`src/common/aes_defines.svh`:
```
//--------------------------------------------------------------------------
// AES-128 core constants
// Block width, round count and round pipeline timing
//--------------------------------------------------------------------------
`ifndef AES_DEFINES_SVH
`define AES_DEFINES_SVH

`define AES_BLOCK_W 128 // Block and key width in bits
`define AES_NUM_ROUNDS 10 // AES-128 round count

// Registered stages in one pass through the round pipeline
`define AES_ROUND_STAGES 4

// Edges from the start sample to the done edge
`define AES_LATENCY (`AES_NUM_ROUNDS * `AES_ROUND_STAGES + 1)

`endif

```
`src/common/aes_pkg.sv`:
```
//--------------------------------------------------------------------------
// AES-128 shared types and GF(2^8) helper
//--------------------------------------------------------------------------
`include "aes_defines.svh"

package aes_pkg;

	typedef logic [`AES_BLOCK_W-1:0] aes_block_t; // State or key
	typedef logic [31:0] aes_word_t; // One column
	typedef logic [7:0] aes_byte_t;
	typedef logic [3:0] round_num_t;

	typedef enum logic [1:0] {IDLE, LOAD, RUN} ctrl_state_t;

	typedef struct packed {
		aes_block_t block;
		aes_block_t key;
	} aes_req_t;

	typedef struct packed {
		aes_block_t data;
		logic last; // Skip MixColumns
	} round_req_t;

	// Multiply by x in GF(2^8), reduction polynomial 0x11b
	function automatic aes_byte_t xtime(input aes_byte_t b);
		return {b[6:0], 1'b0} ^ (b[7] ? 8'h1b : 8'h00);
	endfunction

endpackage

```
`src/control/round_counter.sv`:
```
//--------------------------------------------------------------------------
// Issued round counter with final round flag
//--------------------------------------------------------------------------
`timescale 1ns/1ps
`include "aes_defines.svh"

module round_counter (
	input logic round_clk,
	input logic round_rst_n,
	input logic clear,
	input logic count_en,
	output aes_pkg::round_num_t round_num,
	output logic last_round
);
	import aes_pkg::*;

	round_num_t count_q; // Rounds issued so far

	always_ff @(posedge round_clk)
	begin
		if (!round_rst_n)
			count_q <= '0;
		else if (clear)
			count_q <= '0;
		else if (count_en)
			count_q <= count_q + round_num_t'(1);
	end

	assign round_num = count_q;

	// Next round to go out is the final one
	assign last_round = (count_q == round_num_t'(`AES_NUM_ROUNDS - 1));

endmodule

```
`config.mk`:
```
export PLATFORM = sky130hd
export DESIGN_NAME = round_counter
export DESIGN_NICKNAME = d
export VERILOG_FILES = /design/src/common/aes_pkg.sv /design/src/control/round_counter.sv
export VERILOG_INCLUDE_DIRS = /design/src /design/src/common
export SDC_FILE = /design/constraint.sdc
export NUM_CORES = 1
export LEC_CHECK = 0
export ABC_CLOCK_PERIOD_IN_PS = 1330
export BUFFER_PORTS_ARGS = -buffer_cell sky130_fd_sc_hd__buf_2
export CORE_AREA = 2 2 39 41
export DETAILED_ROUTE_END_ITERATION = 8
export DIE_AREA = 0 0 41 43
export HOLD_SLACK_MARGIN = 0.06
export PLACE_DENSITY = 0.44
export SLEW_MARGIN = 5
export SYNTH_ARGS = -nofsm -noshare
export SYNTH_HDL_FRONTEND = slang
export SYNTH_SLANG_ARGS = --single-unit
export TNS_END_PERCENT = 50
```
`constraint.sdc`:
```
create_clock -name round_clk -period 1.33 [get_ports round_clk]
set_input_delay 0.1995 -clock round_clk [delete_from_list [all_inputs] [get_ports round_clk]]
set_output_delay 0.1995 -clock round_clk [all_outputs]
set_load 0.05 [all_outputs]
```
==> qor.yml <==
synth.area.top_cells: "dfxtp_1 40%, ha_1 12%, nand3b_1 7.5%"
hold_violations: 0
num_io_pins: 9
cts_buffer_depth: 2
p_total_uw: 312
synth_common_cells: "4 x dfxtp_1, 3 x nor2_1, 2 x ha_1, 2 x nand3b_1"
synth-compound-area-share_pct: 11.2
cts-buffers-inserted: 3
detail-route-antenna-nets: 0
htreeDepth: 1
drcViolationCount: 0
timing.hold.ws_ns: 0.225
synth.avg_cell_area_um2: 9.59
synth_edf_count: 0
synth_flop_cell: "dfxtp_1"
fillers: 161
antenna_found_initial: 0
yosys_warnings: 0
grt_max_degree: 7
regArea_um2: 87.6
final_nets: 41
dieArea_mm2: 0.00176
tns_ns: 0
synth_top_area_share_pct: 39.8
finalCriticalPeriod_ns: 1.27
yosys.area.top_type: "dfxtp_1"
start_util_pct: 14.6
run_status: "finished, final reports clean"
synthMostInstantiatedCell: "dfxtp_1"
synth_nets: 27
cts_tree: "built"
hold_buffers: 0
synth-simple-area-share_pct: 25.5
dr.pass1.iters: 2
gr-total-overflow: 0
met3WireLength_um: 53
clock_sinks: 4
synthArstFlopShare_pct: 0
dpl_cell_area_um2: 270
grt_pass1_wl_um: 683
fin_worst_skew_ns: 0.00210
multiInputGateArea_um2: 140
dp_cells: 45
power_density_mw_per_mm2: 940
ir_drop_uv: 222
critPathArrivalTime_ns: 1.07
wl_met2_um: 176
viasPerCell: 3.96
fin_crit_sh_pct: 95.7
ctsRootBufferMaster: "clkbuf_4"
grt.total_usage_pct: 6.43
drive_gt1_share_pct: 57.6
netlist_area_um2: 201
cp_max_fo: 4
wl_per_cell_um: 8.53
area_growth_pct: 64.6
largest_reg_flops: 4
portBuffers: 8
clkTransAtPathRegs_ns: 0.04
synth_fa_ha_area_share_pct: 12.4
grt_pass1_vias: 170
fin_cells: 49
worst_slew_pin_slew_ns: 0.249
postRouteWirelength_um: 418
core_area_mm2: 0.00138
vias: 194
rows: 14
critPathKind: "register to output pin"
yosysUniqueCellTypes: 14
die_h_um: 43
top_layer: "met3"
synth-seq-area-share_pct: 39.8
postSynthCellCount: 21
final_area_um2: 332
rsz0062_at_grt: "no"
max_slew_margin_pct: 83.5
hold_path_class: "input port to register"
cp.required_ns: 1.13
finalSetupViolations: 0
max-cap-violations: 0
die_width_um: 41
synth-xor-area-share_pct: 4.35
antenna_cells: 0
synthMuxAreaShare_pct: 4.97
clock_latency_ns: 0.23
synth_top_family_by_area: "simple AND/OR/NAND/NOR gates"
fmax_ghz: 0.785
end_kind: "output pin"
start_kind: "register"
first_iter_violations: 2
ys_ff_latch: 4
routabilityCongestion: 0.614
wl_met1_um: 187
p_leak_nw: 0.145
finalMaxSlewViolations: 0
[final timing paths]
check	startpoint	end	slack [ns]	depth (start not counted)
worst min register to register	round_num[3]	round_num[3]	0.54	2
worst max-delay path	round_num[1]	last_round	0.06	5
worst max register to register	round_num[0]	round_num[2]	0.37	3
worst min-delay path	count_en	round_num[1]	0.23	2
[logic make-up (layout without fill, tap and decap cells)]
group	after synthesis	in the layout
flip-flops	4	4
AO/OA/AOI/OAI	3	3
AND/OR/NAND/NOR	9	9
multiplexers	1	1
adder cells (fa/ha/maj)	2	2
XOR/XNOR	1	1
buffers and inverters	1	13
[power breakdown]
| part | switching [mW] | internal [mW] | leakage (nW) |
|---|---|---|---|
| clock network | 0.0470 | 0.101 | 0.0138 |
| registers | 0.00474 | 0.122 | 0.0339 |
| logic | 0.0219 | 0.0157 | 0.0970 |
| total | 0.0736 | 0.238 | 0.145 |
[per-stage QoR]
stage / setup slack [ns] / util [%]
floorplan: 0.00594 / -
CTS: 0.0112 / 21.4
global route: 0.0144 / 24.0
finish: 0.0566 / 24.0
detailed placement: 0.203 / 19.5
global placement: 0.191 / 19.5
[layout make-up]
class | count | share of cell area [%]
Tap cell | 16 | 6.04
Timing Repair Buffer | 9 | 17.4
Multi-Input combinational cell | 16 | 42.3
Sequential cell | 4 | 26.4
Inverter | 1 | 1.13
Clock buffer | 3 | 6.79
[timing repair]
item,4_1_cts,5_1_grt
pin swaps,0,1
setup endpoints to repair,1,1
buffers inserted,0,1
resized for setup,2,8
[worst max-delay path, stage by stage, from the launching register on]
cell	delay [ns]
dfxtp_4	0.34
inv_2	0.06
ha_4	0.12
nand2_2	0.06
nor2_4	0.11
buf_8	0.15
[layer usage]
| metal | up-vias | track usage, % |
|---|---|---|
| li1 | 98 | - |
| met1 | 88 | 7.74 |
| met2 | 8 | 6.88 |
| met3 | 0 | 3.14 |
| met4 | 0 | 8.00 |
| met5 | - | 0 |
[layout by cell type, fill, tap and decap left out]
cell type  instances
a211oi_1           1
a21bo_2            1
a21oi_1            1
buf_2              7
buf_4              1
buf_8              1
clkbuf_4           3
dfxtp_1            2
dfxtp_4            2
ha_1               1
ha_4               1
inv_2              1
mux2i_1            1
nand2_2            1
nand2b_1           1
nand3b_1           2
nand4_1            1
nor2_1             2
nor2_4             1
or3b_1             1
xnor2_1            1
(Power assumes the default switching activity.)
