$ cat config.mk
export PLATFORM = sky130hd
export DESIGN_NAME = round_ctrl_fsm
export DESIGN_NICKNAME = d
export VERILOG_FILES = /design/src/common/aes_pkg.sv /design/src/control/round_ctrl_fsm.sv
export VERILOG_INCLUDE_DIRS = /design/src /design/src/common
export SDC_FILE = /design/constraint.sdc
export NUM_CORES = 1
export LEC_CHECK = 0
export BUFFER_PORTS_ARGS = -buffer_cell sky130_fd_sc_hd__buf_2
export CORE_AREA = 2 2 252 254
export CTS_BUF_LIST = sky130_fd_sc_hd__clkbuf_16
export DETAILED_ROUTE_END_ITERATION = 16
export DIE_AREA = 0 0 254 256
export PLACE_DENSITY = 0.42
export SYNTH_ARGS = -nofsm -noshare
export SYNTH_HDL_FRONTEND = slang
export SYNTH_SLANG_ARGS = --single-unit
$ cat constraint.sdc
create_clock -name round_clk -period 6.9 [get_ports round_clk]
set_input_delay 1.035 -clock round_clk [delete_from_list [all_inputs] [get_ports round_clk]]
set_output_delay 1.035 -clock round_clk [all_outputs]
set_load 0.01 [all_outputs]
$ cat src/common/aes_defines.svh
//--------------------------------------------------------------------------
// AES-128 core constants
// Block width, round count and round pipeline timing
//--------------------------------------------------------------------------
`ifndef AES_DEFINES_SVH
`define AES_DEFINES_SVH

`define AES_BLOCK_W 128 // Block and key width in bits
`define AES_NUM_ROUNDS 10 // AES-128 round count

// Registered stages in one pass through the round pipeline
`define AES_ROUND_STAGES 4

// Edges from the start sample to the done edge
`define AES_LATENCY (`AES_NUM_ROUNDS * `AES_ROUND_STAGES + 1)

`endif

$ cat src/common/aes_pkg.sv
//--------------------------------------------------------------------------
// AES-128 shared types and GF(2^8) helper
//--------------------------------------------------------------------------
`include "aes_defines.svh"

package aes_pkg;

	typedef logic [`AES_BLOCK_W-1:0] aes_block_t; // State or key
	typedef logic [31:0] aes_word_t; // One column
	typedef logic [7:0] aes_byte_t;
	typedef logic [3:0] round_num_t;

	typedef enum logic [1:0] {IDLE, LOAD, RUN} ctrl_state_t;

	typedef struct packed {
		aes_block_t block;
		aes_block_t key;
	} aes_req_t;

	typedef struct packed {
		aes_block_t data;
		logic last; // Skip MixColumns
	} round_req_t;

	// Multiply by x in GF(2^8), reduction polynomial 0x11b
	function automatic aes_byte_t xtime(input aes_byte_t b);
		return {b[6:0], 1'b0} ^ (b[7] ? 8'h1b : 8'h00);
	endfunction

endpackage

$ cat src/control/round_ctrl_fsm.sv
//--------------------------------------------------------------------------
// AES core controller
// Initial key addition, round issue, result capture and done pulse
//--------------------------------------------------------------------------
`timescale 1ns/1ps

module round_ctrl_fsm (
	input logic round_clk,
	input logic round_rst_n,
	input logic start,
	input aes_pkg::aes_req_t req,
	input logic last_round,
	input logic out_valid,
	input aes_pkg::aes_block_t out_data,
	output logic issue,
	output aes_pkg::round_req_t round_req,
	output logic start_load,
	output logic busy,
	output logic done,
	output aes_pkg::aes_block_t result
);
	import aes_pkg::*;

	ctrl_state_t state_q;
	aes_block_t load_q; // Plaintext after the initial AddRoundKey
	aes_block_t result_q;
	logic last_issued_q; // Last flag of the round in flight
	logic done_q;

	assign start_load = (state_q == IDLE) && start;

	// Next round leaves together with the previous round's output
	assign issue = (state_q == LOAD) || ((state_q == RUN) && out_valid && !last_issued_q);
	assign round_req.data = (state_q == LOAD) ? load_q : out_data;
	assign round_req.last = last_round;

	always_ff @(posedge round_clk)
	begin
		if (!round_rst_n)
		begin
			state_q <= IDLE;
			last_issued_q <= 1'b0;
			done_q <= 1'b0;
			result_q <= '0;
		end
		else
		begin
			done_q <= 1'b0;
			if (issue)
				last_issued_q <= last_round;
			case (state_q)
				IDLE:
					if (start)
						state_q <= LOAD;
				LOAD:
					state_q <= RUN;
				RUN:
					if (out_valid && last_issued_q)
					begin
						result_q <= out_data;
						done_q <= 1'b1;
						state_q <= IDLE;
					end
				default:
					state_q <= IDLE;
			endcase
		end
	end

	always_ff @(posedge round_clk)
	begin
		if (start_load)
			load_q <= req.block ^ req.key;
	end

	assign busy = (state_q != IDLE);
	assign done = done_q;
	assign result = result_q;

endmodule

==> results by group, run 1 <==
Power
  • Portion of total power attributed to combinational logic: 13.7%
  • Max rail drop VDD: 112 µV
  • Internal power: 0.00291 W
  • Clock network fraction of total power: 42.3%
  • Power density over the cells: 241 nW/µm²
  • Switching component of the power: 0.00105 W
  • Net switching fraction of the power: 26.5%
  • Sequential fraction of design power: 43.9%
  • Static Leak: 7.93 nW

Clock tree
  • Clock insertion delay at the later pin of the skew report: 0.53 ns
  • PostCTS Resize Cnt: 0
  • Clock sink count: 260
  • Clock tree from TritonCTS: done
  • Clock transition time at the flip-flop clock pins of the worst setup and hold paths: 0.05 ns
  • H-tree depth: 2
  • CTS Hold Buffers Added: 0
  • Post CTS Setup Buffer Count: 0
  • Clock buffers created by TritonCTS: 35
  • Cell at the root of the clock tree: clkbuf_16
  • Buffer depth of the longest clock path: 3

Floorplanning
  • Die span in x: 254 µm
  • Die Footprint: 65000 µm²
  • Std-Cell Rows: 92
  • Die outline height: 256 µm
  • Core region area: 62400 µm²
  • Ports placed on the boundary: 650
  • Initial core utilization: 18.3%

Synthesis
  • Portion of synthesized cell area occupied by the leading cell type: 33.6%
  • Cell types occupying the most area after synthesis: edfxtp_1, dfxtp_1, nand2_1
  • Dominant cell by count in the synthesized netlist: nand2_1
  • Flops & latches, synth: 260
  • Post-synth top area cell: edfxtp_1
  • Cell count after synthesis: 1260
  • Count of flip-flops with a built-in enable after synthesis: 128
  • Top_reg_cell synth: dfxtp_1
  • Yosys warning total: 0
  • Post-synthesis instance area: 11400 µm²
  • Post-synth top cells: nand2_1, dfxtp_1, edfxtp_1, nand3_1, xor2_1
  • Post-Syn Nets: 1649
  • Count of distinct cell types in the synthesized netlist: 23
  • Proportion of synthesized chip area in sequential cells: 56.7%
  • Mean area per synthesized cell: 9.08 µm²
  • Post-synth ARST share: 0%

Worst hold path
  • Hold crit path type: flip-flop to flip-flop
  • Worst Hold Launch: result[62]$_SDFFE_PN0P_

Setup path
  • Critical Path AT: 3.01 ns
  • Critical setup path kind: flip-flop to primary output
  • Kind of cell adding the most delay to the critical path: simple AND/OR/NAND/NOR gates
  • Capturing element type of the critical path: primary output
  • Highest fanout seen on the critical path: 78
  • Worst path max stage delay: 0.77 ns
  • Launching element type of the critical path: flip-flop
  • Launching element of the worst setup path: state_q[1]$_SDFFE_PN0P_
  • Launch point of the worst reg-to-reg path: state_q[0]$_SDFFE_PN0P_
  • Data required time at the worst endpoint: 5.86 ns
  • Most common cell type on the critical path: nand2_1
  • Cell with the biggest individual delay on the critical path: buf_4
  • Combined buffer and inverter count along the critical path: 2
  • Cell Chain, Critical Path: nand2b_4 -> buf_4 -> nand2_1 -> nand2_1 -> buf_2

Layout
  • Non-filler cells, final: 2742
  • Area of all sequential standard cells: 6490 µm²
  • Fill cell total of the finished layout: 6916
  • Share of layout cells above drive strength 1: 37.8%
  • Nets: 2256
  • Footprint of the multi-input gates: 4480 µm²
  • Area delta synth->final: 43.7%
  • Core Util, Final: 26.3%

Placement
  • Routability Congestion: 0.883
  • Number of placed cells counting well taps: 2676
  • Detailed placer's ending HPWL: 33600 µm
  • PortBufs: 649

Timing
  • Worst slew slack as a fraction of its limit: 36.4%
  • Maximum clock rate: 247 MHz
  • Total negative setup slack: 0 ns
  • Crit path time final: 4.04 ns
  • Worst Skew: 0.0137 ns
  • Worst-case hold slack: 0.449 ns
  • Fraction of the cycle the final worst path needs: 58.6%
  • Finish-stage setup viols: 0
  • Count of final hold-check violations: 0
  • Number of pins with negative max-slew slack in the final report: 0
  • Setup repair after global routing missed its margin: false
  • Transition time at the pin with the least slew margin: 0.955 ns

Global routing
  • Remaining global-route overflow: 0
  • Largest net degree at the start of global routing: 175
  • Number of antenna violations at the first check in global routing: 2
  • Via count of the first global-routing pass: 10600
  • Overall global routing resource usage: 13.1%
  • Global-route wire length before repair: 65000 µm

Outcome
  • Result of the run: finished clean

Routing
  • Via count: 10600
  • Average vias per placed instance: 3.88
  • DRC: 0
  • Total detailed-routing wirelength: 44300 µm
  • Routed WL per cell: 16.1 µm
  • DRT antenna net count: 0
  • Initial DRC Count: 616
  • First-pass DRT Iterations: 5

Run
  • Number of max-cap violations: 0
-- cells by family (layout without fill, tap and decap cells) --
kind of cell           count (synthesis)  after routing  share of synthesized area (%)
AO/OA/AOI/OAI                        132            132                           6.11
flip-flops                           260            260                           56.7
buffers and inverters                 89            723                           4.33
XOR/XNOR                             128            128                           9.80
other                                  0              2                              0
AND/OR/NAND/NOR                      651            651                           23.1
-- final cells by class --
class                   count  share of cell area (%)
flip-flops and latches    260                    39.5
multi-input cells         911                    27.3
repair buffers            657                    20.3
well taps                 846                    6.44
clock buffers              36                    5.48
clock inverters            28                   0.951
inverters                   2                  0.0457
diodes                      2                  0.0304
-- layer usage --
layer	GRT usage, %	wire (µm)	part of all wire [%]	vias up
met3	2.47	2780	6.3	74
met4	4.85	1240	2.8	0
li1	-	-	-	5355
met5	0	0	0	-
met1	15.4	18000	41	4839
met2	23.4	22200	50	376
-- power by group through the flow --
| stage | clock, W | combinational, W | sequential, W |
|---|---|---|---|
| 6_report | 0.00168 | 0.000545 | 0.00174 |
| 5_1_grt | 0.00181 | 0.000603 | 0.00175 |
| 4_1_cts | 0.00176 | 0.000558 | 0.00174 |
| 3_5_place_dp | 0 | 0.000555 | 0.00178 |
| 3_3_place_gp | 0 | 0.000554 | 0.00177 |
| 2_1_floorplan | 0 | 0.000251 | 0.00177 |
-- through the flow --
stage / setup WS, ns / area, µm² / power, W
after floorplan: 1.45 / 11400 / 0.00202
after global placement: 3.48 / 15400 / 0.00233
after detailed placement: 3.39 / 15400 / 0.00233
after CTS: 2.78 / 16400 / 0.00406
after global routing: 2.60 / 16400 / 0.00416
final: 2.86 / 16400 / 0.00397
-- registers in the layout, summed over array words and instances, names as in the netlist --
name / count
result: 128
load_q: 128
done: 1
state_q: 2
last_issued_q: 1
-- final timing paths --
check | cells after the start | slack (ns) | to
worst max register to register | 5 | 4.35 | result[5]$_SDFFE_PN0P_
worst min register to register | 2 | 0.45 | result[62]$_SDFFE_PN0P_
worst max-delay path | 5 | 2.86 | round_req[58]
worst min-delay path | 2 | 0.45 | result[62]$_SDFFE_PN0P_
-- layout by cell type, fill, tap and decap left out, drive strengths merged --
| cell type | count |
|---|---|
| buf | 656 |
| nand2 | 514 |
| dfxtp | 132 |
| o21ai | 129 |
| xor2 | 128 |
| nand3 | 128 |
| edfxtp | 128 |
| clkbuf | 37 |
| inv | 20 |
| clkinv | 7 |
| diode | 2 |
| nand3b | 2 |
| a21oi | 2 |
| clkinvlp | 2 |
| nor2 | 2 |
| nand2b | 1 |
| nor2b | 1 |
| or2 | 1 |
| nand4b | 1 |
| nor3 | 1 |
| a21bo | 1 |
| bufinv | 1 |
-- tightest hold or removal path, cell delays in order, from the launching register on --
cell	delay [ns]
dfxtp_1	0.30
nand3_1	0.05
o21ai_1	0.05
Note: power is estimated with default switching activity, not from simulation.
==> run 2, diff against run 1 <==
ABC_AREA = 1   (was not set)
CORE_AREA = 2 2 251 253   (was 2 2 252 254)
DIE_AREA = 0 0 253 255   (was 0 0 254 256)
PLACE_DENSITY = 0.41   (was 0.42)
clock period = 4.1 ns   (was 6.9 ns; I/O delays follow)
==> results by group, run 2 <==
Clock tree
  • PostCTS Resize Cnt: 0 (unchanged)
  • CTS Hold Buffers Added: 0 (unchanged)
  • Clock tree from TritonCTS: done (unchanged)
  • Clock sink count: 260 (unchanged)
  • Clock insertion delay at the later pin of the skew report: 0.53 ns (about the same)
  • Clock buffers created by TritonCTS: 34 (was 35)
  • H-tree depth: 2 (unchanged)
  • Buffer depth of the longest clock path: 3 (unchanged)
  • Clock transition time at the flip-flop clock pins of the worst setup and hold paths: 0.06 ns (was 0.05 ns)
  • Cell at the root of the clock tree: clkbuf_16 (unchanged)
  • Post CTS Setup Buffer Count: 0 (unchanged)

Synthesis
  • Proportion of synthesized chip area in sequential cells: 58.5% (was 56.7%)
  • Portion of synthesized cell area occupied by the leading cell type: 34.7% (was 33.6%)
  • Post-synthesis instance area: 11100 µm² (was 11400 µm²)
  • Dominant cell by count in the synthesized netlist: nor2_1 (was nand2_1)
  • Post-synth top area cell: edfxtp_1 (unchanged)
  • Post-synth top cells: nor2_1, dfxtp_1, edfxtp_1, mux2_2, xor2_1 (was nand2_1, dfxtp_1, edfxtp_1, nand3_1, xor2_1)
  • Cell types occupying the most area after synthesis: edfxtp_1, dfxtp_1, mux2_2 (was edfxtp_1, dfxtp_1, nand2_1)
  • Count of distinct cell types in the synthesized netlist: 19 (was 23)
  • Count of flip-flops with a built-in enable after synthesis: 128 (unchanged)
  • Mean area per synthesized cell: 11.3 µm² (was 9.08 µm²)
  • Flops & latches, synth: 260 (unchanged)
  • Post-synth ARST share: 0% (unchanged)
  • Top_reg_cell synth: dfxtp_1 (unchanged)
  • Yosys warning total: 0 (unchanged)
  • Cell count after synthesis: 979 (was 1260)
  • Post-Syn Nets: 1368 (was 1649)

Power
  • Net switching fraction of the power: 25.4% (was 26.5%)
  • Total power consumption of the routed design: 0.00660 W (was 0.00397 W)
  • Max rail drop VDD: 211 µV (was 112 µV)
  • Power density over the cells: 407 nW/µm² (was 241 nW/µm²)
  • Switching component of the power: 0.00168 W (was 0.00105 W)
  • Sequential fraction of design power: 44.6% (was 43.9%)
  • Portion of total power attributed to combinational logic: 13.5% (was 13.7%)
  • Internal power: 0.00493 W (was 0.00291 W)
  • Static Leak: 7.29 nW (was 7.93 nW)
  • Clock network fraction of total power: 42.0% (was 42.3%)

Setup path
  • Launch point of the worst reg-to-reg path: state_q[0]$_SDFFE_PN0P_ (unchanged)
  • FF-to-FF path depth: 6 (was 5)
  • Worst path max stage delay: 0.61 ns (was 0.77 ns)
  • Critical path depth: 5 (unchanged)
  • Launching element type of the critical path: flip-flop (unchanged)
  • Worst reg-to-reg setup slack: 1.97 ns (was 4.35 ns)
  • Highest fanout seen on the critical path: 51 (was 78)
  • Critical setup path kind: flip-flop to primary output (unchanged)
  • Capturing element type of the critical path: primary output (unchanged)
  • Launching element of the worst setup path: state_q[1]$_SDFFE_PN0P_ (unchanged)
  • Cell Chain, Critical Path: inv_2 -> nand2_4 -> buf_12 -> mux2_2 -> buf_2 (was nand2b_4 -> buf_4 -> nand2_1 -> nand2_1 -> buf_2)
  • Combined buffer and inverter count along the critical path: 3 (was 2)
  • Reg-to-reg critical path endpoint: result[58]$_SDFFE_PN0P_ (was result[5]$_SDFFE_PN0P_)
  • Data required time at the worst endpoint: 3.48 ns (was 5.86 ns)
  • Kind of cell adding the most delay to the critical path: simple AND/OR/NAND/NOR gates (unchanged)
  • Endpoint of the worst setup timing path: round_req[5] (was round_req[58])
  • Critical Path AT: 2.41 ns (was 3.01 ns)
  • Cell with the biggest individual delay on the critical path: nand2_4 (was buf_4)

Routing
  • DRC: 0 (unchanged)
  • Initial DRC Count: 335 (was 616)
  • First-pass DRT Iterations: 4 (was 5)
  • Average vias per placed instance: 3.87 (was 3.88)
  • Routed WL per cell: 18.0 µm (was 16.1 µm)
  • DRT antenna net count: 0 (unchanged)
  • Via count: 9476 (was 10600)
  • Total detailed-routing wirelength: 44100 µm (was 44300 µm)

Layout
  • Most common library cell in the layout ignoring fill and taps: buf_2 (unchanged)
  • Fill cell total of the finished layout: 6763 (was 6916)
  • Area delta synth->final: 46.4% (was 43.7%)
  • Share of layout cells above drive strength 1: 50.8% (was 37.8%)
  • Footprint of the multi-input gates: 4260 µm² (was 4480 µm²)
  • Most frequent cells in the layout: buf_2, nor2_1, dfxtp_1 (was buf_2, nand2_1, dfxtp_1)
  • Area of all sequential standard cells: 6490 µm² (unchanged)
  • Final Cell Area: 16200 µm² (was 16400 µm²)
  • Nets: 2010 (was 2256)

Floorplanning
  • Ports placed on the boundary: 650 (unchanged)
  • Die span in x: 253 µm (was 254 µm)
  • Die Footprint: 64500 µm² (was 65000 µm²)
  • Std-Cell Rows: 92 (unchanged)
  • Core region area: 62200 µm² (was 62400 µm²)
  • Die outline height: 255 µm (was 256 µm)
  • Initial core utilization: 17.8% (was 18.3%)

Global routing
  • Overall global routing resource usage: 12.9% (was 13.1%)
  • Global-route wire length before repair: 61200 µm (was 65000 µm)
  • Global-route met2 utilization: 22.5% (was 23.4%)
  • Layer with the highest usage after global routing: met2 (unchanged)
  • Met1 Track Usage GR: 15.6% (was 15.4%)
  • Global routing usage on met3: 2.81% (was 2.47%)
  • Largest net degree at the start of global routing: 70 (was 175)
  • Remaining global-route overflow: 0 (unchanged)
  • Via count of the first global-routing pass: 9369 (was 10600)
  • Number of antenna violations at the first check in global routing: 6 (was 2)

Timing
  • Finish-stage setup viols: 0 (unchanged)
  • Worst Skew: 0.0156 ns (was 0.0137 ns)
  • Worst slew slack as a fraction of its limit: 42.7% (was 36.4%)
  • Fraction of the cycle the final worst path needs: 73.7%
  • Crit path time final: 3.02 ns
  • Total negative setup slack: 0 ns (unchanged)
  • Number of pins with negative max-slew slack in the final report: 0 (unchanged)
  • Transition time at the pin with the least slew margin: 0.859 ns (was 0.955 ns)
  • Count of final hold-check violations: 0 (unchanged)
  • Worst-case hold slack: 0.341 ns (was 0.449 ns)
  • Setup repair after global routing missed its margin: false (unchanged)
  • Maximum clock rate: 331 MHz

Outcome
  • Result of the run: finished clean (unchanged)

Run
  • Number of max-cap violations: 0 (unchanged)

Placement
  • Routability Congestion: 0.835 (was 0.883)
  • Post-DP Area: 15200 µm² (was 15400 µm²)
  • Detailed placer's ending HPWL: 33900 µm (was 33600 µm)
  • PortBufs: 649 (unchanged)

Worst hold path
  • Hold crit path type: input port to flip-flop (was flip-flop to flip-flop)
-- run 2: per-stage QoR --
| stage | setup slack, ns | std cells | util (%) |
|---|---|---|---|
| after global routing | 0.934 | 2448 | 26.1 |
| after detailed placement | 1.59 | 2384 | 24.5 |
| after floorplan | 0.900 | 979 | - |
| after CTS | 0.983 | 2446 | 26.1 |
| final | 1.08 | 2450 | 26.1 |
| after global placement | 1.58 | 2384 | 24.5 |
-- run 2: worst min path at each step --
stage                               start  cells after the start                         end
6_report                    out_data[109]                      3    result[109]$_SDFFE_PN0P_
5_1_grt                      out_data[77]                      3     result[77]$_SDFFE_PN0P_
4_1_cts                     out_data[109]                      3    result[109]$_SDFFE_PN0P_
3_5_place_dp      result[17]$_SDFFE_PN0P_                      2     result[17]$_SDFFE_PN0P_
3_3_place_gp     result[116]$_SDFFE_PN0P_                      2    result[116]$_SDFFE_PN0P_
2_1_floorplan  last_issued_q$_SDFFE_PN0P_                      2  last_issued_q$_SDFFE_PN0P_
-- run 2: area by class of cell --
cell class,count,share of cell area (%)
Sequential cell,260,39.9
Multi-Input combinational cell,656,26.2
Timing Repair Buffer,663,21.1
Tap cell,799,6.16
Clock buffer,37,5.70
Clock inverter,25,0.624
Inverter,6,0.154
Antenna cell,4,0.0616
-- run 2: power groups by stage --
| stage | clock (W) | sequential (W) | combinational [W] |
|---|---|---|---|
| after floorplan | 0 | 0.00298 | 0.000413 |
| after global placement | 0 | 0.00300 | 0.000905 |
| after detailed placement | 0 | 0.00300 | 0.000909 |
| after CTS | 0.00292 | 0.00294 | 0.000913 |
| after global routing | 0.00300 | 0.00295 | 0.000972 |
| final | 0.00277 | 0.00294 | 0.000890 |
-- run 2: worst register-to-register path, stage by stage (launching register included) --
cell and delay, ns:
dfxtp_1 0.35, nor2_2 0.21, nand3_4 0.34, inv_4 0.39, buf_4 0.52, nor2_1 0.13
nor2_1 0.11
-- run 2: kinds of logic (layout without fill, tap and decap cells) --
| kind of cell | Yosys count | in the layout | synth area share [%] |
|---|---|---|---|
| other | 0 | 4 | 0 |
| buffers and inverters | 63 | 731 | 3.32 |
| XOR/XNOR | 128 | 128 | 10.1 |
| multiplexers | 128 | 128 | 13.0 |
| AND/OR/NAND/NOR | 270 | 270 | 9.23 |
| flip-flops | 260 | 260 | 58.5 |
| AO/OA/AOI/OAI | 130 | 130 | 5.87 |
-- run 2: routing by layer --
metal / up-vias / share of wire (%)
met1: 4464 / 41
met5: - / 0.027
met4: 2 / 2.3
met3: 54 / 6.2
met2: 352 / 50
li1: 4604 / -
